--- src/design/ahb_defs.svh ---
`ifndef AHB_DEFS_SVH
`define AHB_DEFS_SVH

//////////////////////////////
// bus widths

// HADDR and request address
`define AHB_ADDR_W 32

// HWDATA, HRDATA and request data
`define AHB_DATA_W 32

//////////////////////////////
// slave memory

`define AHB_MEM_WORDS 256   // 1 KB of word storage, byte addr 0..1023

// wait cycles before each data phase completes
`define AHB_WAIT_STATES 2

`endif

--- src/design/ahb_pkg.sv ---
`default_nettype none

`include "ahb_defs.svh"

package ahb_pkg;

  //////////////////////////////
  // AHB-Lite encodings

  typedef enum logic [1:0] {
    IDLE   = 2'b00,
    BUSY   = 2'b01,   // never issued here
    NONSEQ = 2'b10,
    SEQ    = 2'b11    // bursts only
  } htrans_t;

  typedef enum logic {
    OKAY  = 1'b0,
    ERROR = 1'b1
  } hresp_t;

  typedef enum logic [2:0] {
    BYTE = 3'b000,
    HALF = 3'b001,
    WORD = 3'b010
  } hsize_t;

  //////////////////////////////
  // bus bundles

  // master to slave
  typedef struct packed {
    htrans_t                htrans;
    logic                   hwrite;
    hsize_t                 hsize;
    logic [`AHB_ADDR_W-1:0] haddr;
    logic [`AHB_DATA_W-1:0] hwdata;   // data phase
  } ahb_req_t;

  // slave to master
  typedef struct packed {
    logic                   hready;
    hresp_t                 hresp;
    logic [`AHB_DATA_W-1:0] hrdata;
  } ahb_rsp_t;

  //////////////////////////////
  // requester side

  typedef struct packed {
    logic                   ren;     // level, held until done
    logic                   wen;     // level, held until done
    logic [`AHB_ADDR_W-1:0] addr;
    logic [`AHB_DATA_W-1:0] wdata;
  } mem_req_t;

  typedef struct packed {
    logic                   busy;    // transfer in flight
    logic                   done;    // single cycle pulse
    logic                   err;     // qualified by done
    logic [`AHB_DATA_W-1:0] rdata;   // qualified by done on reads
  } mem_rsp_t;

  //////////////////////////////
  // FSM states

  typedef enum logic [1:0] {
    M_IDLE,
    M_ADDR,   // address phase, NONSEQ on the bus
    M_DATA,   // data phase, stretched by hready
    M_DONE    // done pulse to requester
  } master_state_t;

  typedef enum logic [2:0] {
    S_IDLE,
    S_WAIT,   // counting wait states
    S_DATA,   // okay completion
    S_ERR1,   // error, hready low
    S_ERR2    // error, hready high
  } slave_state_t;

endpackage

`default_nettype wire

--- src/design/ahb_master.sv ---
`timescale 1ns/100ps
`default_nettype none

`include "ahb_defs.svh"

// one word transfer at a time, single NONSEQ, no pipelining
module ahb_master (
  input  logic              CLK,
  input  logic              nRST,
  input  ahb_pkg::mem_req_t mem_req,
  output ahb_pkg::mem_rsp_t mem_rsp,
  output ahb_pkg::ahb_req_t bus_req,
  input  ahb_pkg::ahb_rsp_t bus_rsp
);

  ahb_pkg::master_state_t state, next_state;

  logic                   start;       // request accepted this cycle
  logic                   data_end;    // data phase completes this cycle
  logic                   bus_active;  // address or data phase

  logic                   write_q;     // 1 = write transfer
  logic                   err_q;
  logic [`AHB_ADDR_W-1:0] addr_q;
  logic [`AHB_DATA_W-1:0] wdata_q;
  logic [`AHB_DATA_W-1:0] rdata_q;

  // requests are only looked at in idle
  assign start      = (state == ahb_pkg::M_IDLE) && (mem_req.ren || mem_req.wen);
  assign data_end   = (state == ahb_pkg::M_DATA) && bus_rsp.hready;
  assign bus_active = (state == ahb_pkg::M_ADDR) || (state == ahb_pkg::M_DATA);

  //////////////////////////////
  // state register

  always_ff @(posedge CLK, negedge nRST) begin
    if (!nRST) begin
      state <= ahb_pkg::M_IDLE;
    end else begin
      state <= next_state;
    end
  end

  //////////////////////////////
  // next state

  always_comb begin
    next_state = state;   // hold by default
    case (state)
      ahb_pkg::M_IDLE: begin
        if (start) begin
          next_state = ahb_pkg::M_ADDR;
        end
      end
      ahb_pkg::M_ADDR: begin
        // slave is always ready in idle, never stretched
        next_state = ahb_pkg::M_DATA;
      end
      ahb_pkg::M_DATA: begin
        if (data_end) begin
          next_state = ahb_pkg::M_DONE;  // okay or 2nd error cycle
        end
      end
      ahb_pkg::M_DONE: begin
        next_state = ahb_pkg::M_IDLE;    // request lines ignored here
      end
      default: begin
        next_state = ahb_pkg::M_IDLE;
      end
    endcase
  end

  //////////////////////////////
  // transfer control

  always_ff @(posedge CLK, negedge nRST) begin
    if (!nRST) begin
      write_q <= 1'b0;
      err_q   <= 1'b0;
    end else begin
      if (start) begin
        write_q <= ~mem_req.ren;   // ren wins if both high
        err_q   <= 1'b0;
      end else if (data_end) begin
        // hresp only meaningful once hready is back high
        err_q <= (bus_rsp.hresp == ahb_pkg::ERROR);
      end
    end
  end

  // address, write data and read data
  always_ff @(posedge CLK) begin
    if (start) begin
      addr_q  <= mem_req.addr;    // later changes on the port ignored
      wdata_q <= mem_req.wdata;
    end
    if (data_end && !write_q) begin
      rdata_q <= bus_rsp.hrdata;
    end
  end

  //////////////////////////////
  // bus side

  // HBURST is SINGLE, HPROT a plain data access and HMASTLOCK low,
  // tied off here since the slave has no use for them
  always_comb begin
    bus_req.htrans = (state == ahb_pkg::M_ADDR) ? ahb_pkg::NONSEQ : ahb_pkg::IDLE;
    bus_req.hwrite = write_q & bus_active;   // held through data phase
    bus_req.hsize  = ahb_pkg::WORD;          // word only
    bus_req.haddr  = addr_q;
    bus_req.hwdata = wdata_q;                // sampled by slave in data phase
  end

  //////////////////////////////
  // requester side

  always_comb begin
    mem_rsp.busy  = bus_active;
    mem_rsp.done  = (state == ahb_pkg::M_DONE);
    mem_rsp.err   = err_q & (state == ahb_pkg::M_DONE);
    mem_rsp.rdata = rdata_q;
  end

endmodule

`default_nettype wire

--- config.mk ---
export PLATFORM = sky130hd
export DESIGN_NAME = ahb_master
export DESIGN_NICKNAME = d
export VERILOG_FILES = /design/src/design/ahb_pkg.sv /design/src/design/ahb_master.sv
export VERILOG_INCLUDE_DIRS = /design/src /design/src/design
export SDC_FILE = /design/constraint.sdc
export NUM_CORES = 1
export LEC_CHECK = 0
export BUFFER_PORTS_ARGS = -buffer_cell sky130_fd_sc_hd__buf_2
export CORE_MARGIN = 8
export CORE_UTILIZATION = 40
export DETAILED_ROUTE_END_ITERATION = 8
export PLACE_DENSITY_LB_ADDON = 0.1
export SLEW_MARGIN = 30
export SYNTH_ARGS = -nofsm -noshare
export SYNTH_HDL_FRONTEND = slang
export SYNTH_SLANG_ARGS = --single-unit
--- constraint.sdc ---
create_clock -name CLK -period 5.1 [get_ports CLK]
set_input_delay 1.02 -clock CLK [delete_from_list [all_inputs] [get_ports CLK]]
set_output_delay 1.02 -clock CLK [all_outputs]
set_load 0.1 [all_outputs]
Word level (Yosys, flattened, before mapping)
Index checks and enable logic that the tools add are counted.
{ "word_totals": {"reg_bits": 100, "out_inout_bits": 105, "elab_cells": 29} }
{ "classes": {"n_reduce_logical": 9, "n_eq_ne": 5, "mux": 6, "bitwise": 3} }
{ "ops": {"columns": ["op", "n"], "rows": [
  ["case mux 2 bit (4 select lines)", 1],
  ["2-to-1 mux 2 bit", 3],
  ["equality test 2 bit, second input constant", 2],
  ["!= test 2 bit, second input constant", 2],
  ["logical AND 1 bit", 3],
  ["AND 1 bit", 2],
  ["equality test 2 x 1 -> 1 bit, second input constant", 1],
  ["zero test 2 bit", 1],
  ["logical OR 1 bit", 2],
  ["2-to-1 mux 1 bit", 2],
  ["AND reduction 2 bit", 1],
  ["nonzero test 2 bit", 1],
  ["zero test 1 bit", 1],
  ["inverter 1 bit", 1]
]} }

Depth between registers and ports, before layout
{ "logic_depth": {"depth_word": 4, "depth_mapped": 5} }

Least setup slack after synthesis
No wires, ideal clock.
{ "synth_path": {"path_type": "register to output", "startpoint": "register state[0]", "endpoint": "output port mem_rsp[32] in the netlist's numbering", "arrival_time_ns": 2.047, "t_required_ns": 4.080, "path_stages_with_launch": 3, "path_slack_ns": 2.033, "n_path_buf": 0, "path_cell_list": "dfrtp_1 ha_1 and2_1"} }
{ "synth_rtl": {"columns": ["item", "line", "text"], "rows": [
  ["start: declaration", "ahb_master.sv:16", "ahb_pkg::master_state_t state, next_state;"],
  ["start signal: assignment", "ahb_master.sv:38", "state <= ahb_pkg::M_IDLE;"],
  ["start signal: assignment", "ahb_master.sv:40", "state <= next_state;"],
  ["end: declaration", "ahb_master.sv:11", "output ahb_pkg::mem_rsp_t mem_rsp,"]
]} }

==> flow_summary.toml <==
[outcome]
outcome = "finished, final reports clean"

[timing]
rsz0062_at_grt = "false"
finalCriticalPeriod_ns = 2.739
setup_violations = 0
finalMaxSlewViolations = 0
fin_tns_setup_ns = 0
worst_pin_slew_ns = 0.5498
slew_headroom_pct = 63.34
final_hold_viol_count = 0
skew_ns = 0.01182
max_freq_mhz = 365.1
min_period_over_period_pct = 53.71

[yosys]
yosys.area.top_type = "edfxtp_1"
ys_ff_latch = 100
ys_warn_count = 0
dominantRegCellSynth = "edfxtp_1"
synth_edf_count = 96
synthTopCellsByArea = "edfxtp_1 90%, dfrtp_1 3.1%, ha_1 2.0%"
async_reset_ff_share_pct = 4.000
avgSynthCellArea_sq_um = 24.80
netlist_area_sq_um = 3199
seq_area_frac_synth_pct = 93.23
ys_types = 16
synthCells = 129
yosys.area.top_type_share_pct = 90.11

[pwr]
sw_frac_of_total_pct = 52.46
p_int_mw = 1.592
p_sw_mw = 1.756
p_clk_share_pct = 16.3
pwr-share-comb_pct = 48.9
vdd_drop_max_uv = 740.7
p_seq_share_pct = 34.9
cellLeakagePower_nw = 1.956
power_density_nw_per_um2 = 735.0

[layout]
drive_gt1_share_pct = 65.03
finalNonFillerCells = 448
layout_commonest_cell = "buf_2"
most-common-layout-cells = "202 x buf_2, 96 x edfxtp_1, 9 x clkbuf_8, 5 x ha_1"
area_delta_synth_final_pct = 42.35
diodes = 0
stdcell_area_sq_um = 4554
nNetsFinal = 448

[clock_network]
clockBufferDepth = 2
clock_latency_ns = 0.35
post-cts-setup-buffers = 0
cts_made_buffers = 9
cts-root-buf = "clkbuf_8"
clock_sinks = 100
clkTransAtPathRegs_ns = 0.08
ctsHtreeMaxLevel = 3
cts_tree = "yes"
ctsHoldBuffers = 0
cts_resized = 0

[place]
dp.cells = 432
dpl.hpwl_um = 6546
placed_area_sq_um = 4327
routabilityCongestion = 0.7051
portBuffers = 202

[drt]
wl_met1_um = 2871
first_iter_violations = 78
wl_met3_um = 922
top_layer_used = "met4"
drt_pass1_iterations = 4
wire_per_inst_um = 18.42
vias = 1927
wl_um = 8253
dr_wl_met2_um = 4264
vias_per_cell = 4.301
drc_errors = 0
ant_nets = 0

[floorplanning]
start_util_pct = 41.40
fp.dieH_um = 105.4
die_x_um = 105.4
die_area_sq_um = 11120
io_pins = 207
rows = 32
core_sq_um = 7727

[hold_path]
hp-class = "input port to async pin"

[setup_path]
crit_path_start_kind = "flip-flop"
setup.worst_path.end_class = "output port"
cp_cell_sequence = "inv_1, ha_1, and2_1, buf_2"
critPathKind = "flip-flop to output port"
crit_required_ns = 4.08
slowest_delay_ns = 0.42
cp_data_arrival_time_ns = 1.72
slowest_stage = "buf_2"
crit_path_max_fanout = 4

[global_route]
antenna_found_initial = 0
grt_max_degree = 40
grt_pass1_vias = 2117
grt_overflow_total = 0
grt.total_usage_pct = 14.29
grt_pass1_wl_um = 12140

[run]
drv_cap = 0
[layout make-up]
cell class,instances,area [sq um]
sequential,100,2983
inverter,3,11.26
tap,102,127.6
timing repair buffer,204,1026
multi-input combinational,23,185.2
clock inverter,6,93.84
fill,657,3173
clock buffer,10,127.6
[metal layers]
layer | up-vias | GRT usage, %
met5 | - | 0
met2 | 113 | 25.04
li1 | 910 | -
met1 | 888 | 13.89
met4 | 0 | 6.422
met3 | 16 | 7.004
[power groups by stage]
stage	Combinational, mW	Clock [mW]	Sequential, mW
after floorplan	0.354	0	2.24
after global placement	1.64	0	1.18
after detailed placement	1.65	0	1.19
after CTS	1.65	0.563	1.17
after global routing	1.68	0.589	1.18
final	1.64	0.544	1.17
[cell usage after synthesis (all sizes together), types with 2 or more instances]
cell / count
edfxtp: 96
buf: 5
ha: 5
dfrtp: 4
a21oi: 3
inv: 3
and2: 2
conb: 2
nand2: 2
nor2: 2
[cell families after synthesis]
logic type,Yosys count,share of synthesized area (%)
other,2,0.2347
buffers and inverters,8,1.525
multiplexers,1,0.4692
flip-flops,100,93.23
adder cells (fa/ha/maj),5,1.955
AND/OR/NAND/NOR,8,1.408
AO/OA/AOI/OAI,5,1.173
[stage by stage]
stage | power, mW | util (%) | worst slack [ns] | hold slack (ns)
after floorplan | 2.593 | - | 2.033 | 0.4957
after global placement | 2.822 | 55.99 | 2.390 | 0.5230
after detailed placement | 2.833 | 55.99 | 2.353 | 0.5349
after CTS | 3.381 | 58.86 | 2.335 | 0.4577
after global routing | 3.458 | 58.94 | 2.250 | 0.4482
final | 3.348 | 58.94 | 2.361 | 0.4746
[final timing paths]
path / start / to / slack, ns / cells after the start
min: nRST / err_q$_DFFE_PN0P_ / 0.47 / 1
max in group asynchronous: nRST / state[1]$_DFFE_PN0P_ / 4.50 / 1
max: state[1]$_DFFE_PN0P_ / bus_req[67] / 2.36 / 4
min reg2reg: err_q$_DFFE_PN0P_ / err_q$_DFFE_PN0P_ / 0.54 / 2
max reg2reg: state[0]$_DFFE_PN0P_ / wdata_q[8]$_DFFE_PP_ / 3.07 / 4
min in group CLK: err_q$_DFFE_PN0P_ / err_q$_DFFE_PN0P_ / 0.54 / 2
[registers in the layout, summed over array words and instances, names as in the netlist]
name     flops
rdata_q     32
state        2
write_q      1
wdata_q     32
addr_q      32
err_q        1
[worst max-delay path: cells and delay by family, from the launching register on]
family / cells / cell delay (ns)
flops: 1 / 0.41
buf+inv: 2 / 0.52
simple gates: 1 / 0.13
fa+ha+maj: 1 / 0.32
Power figures use the tool's default switching activity.
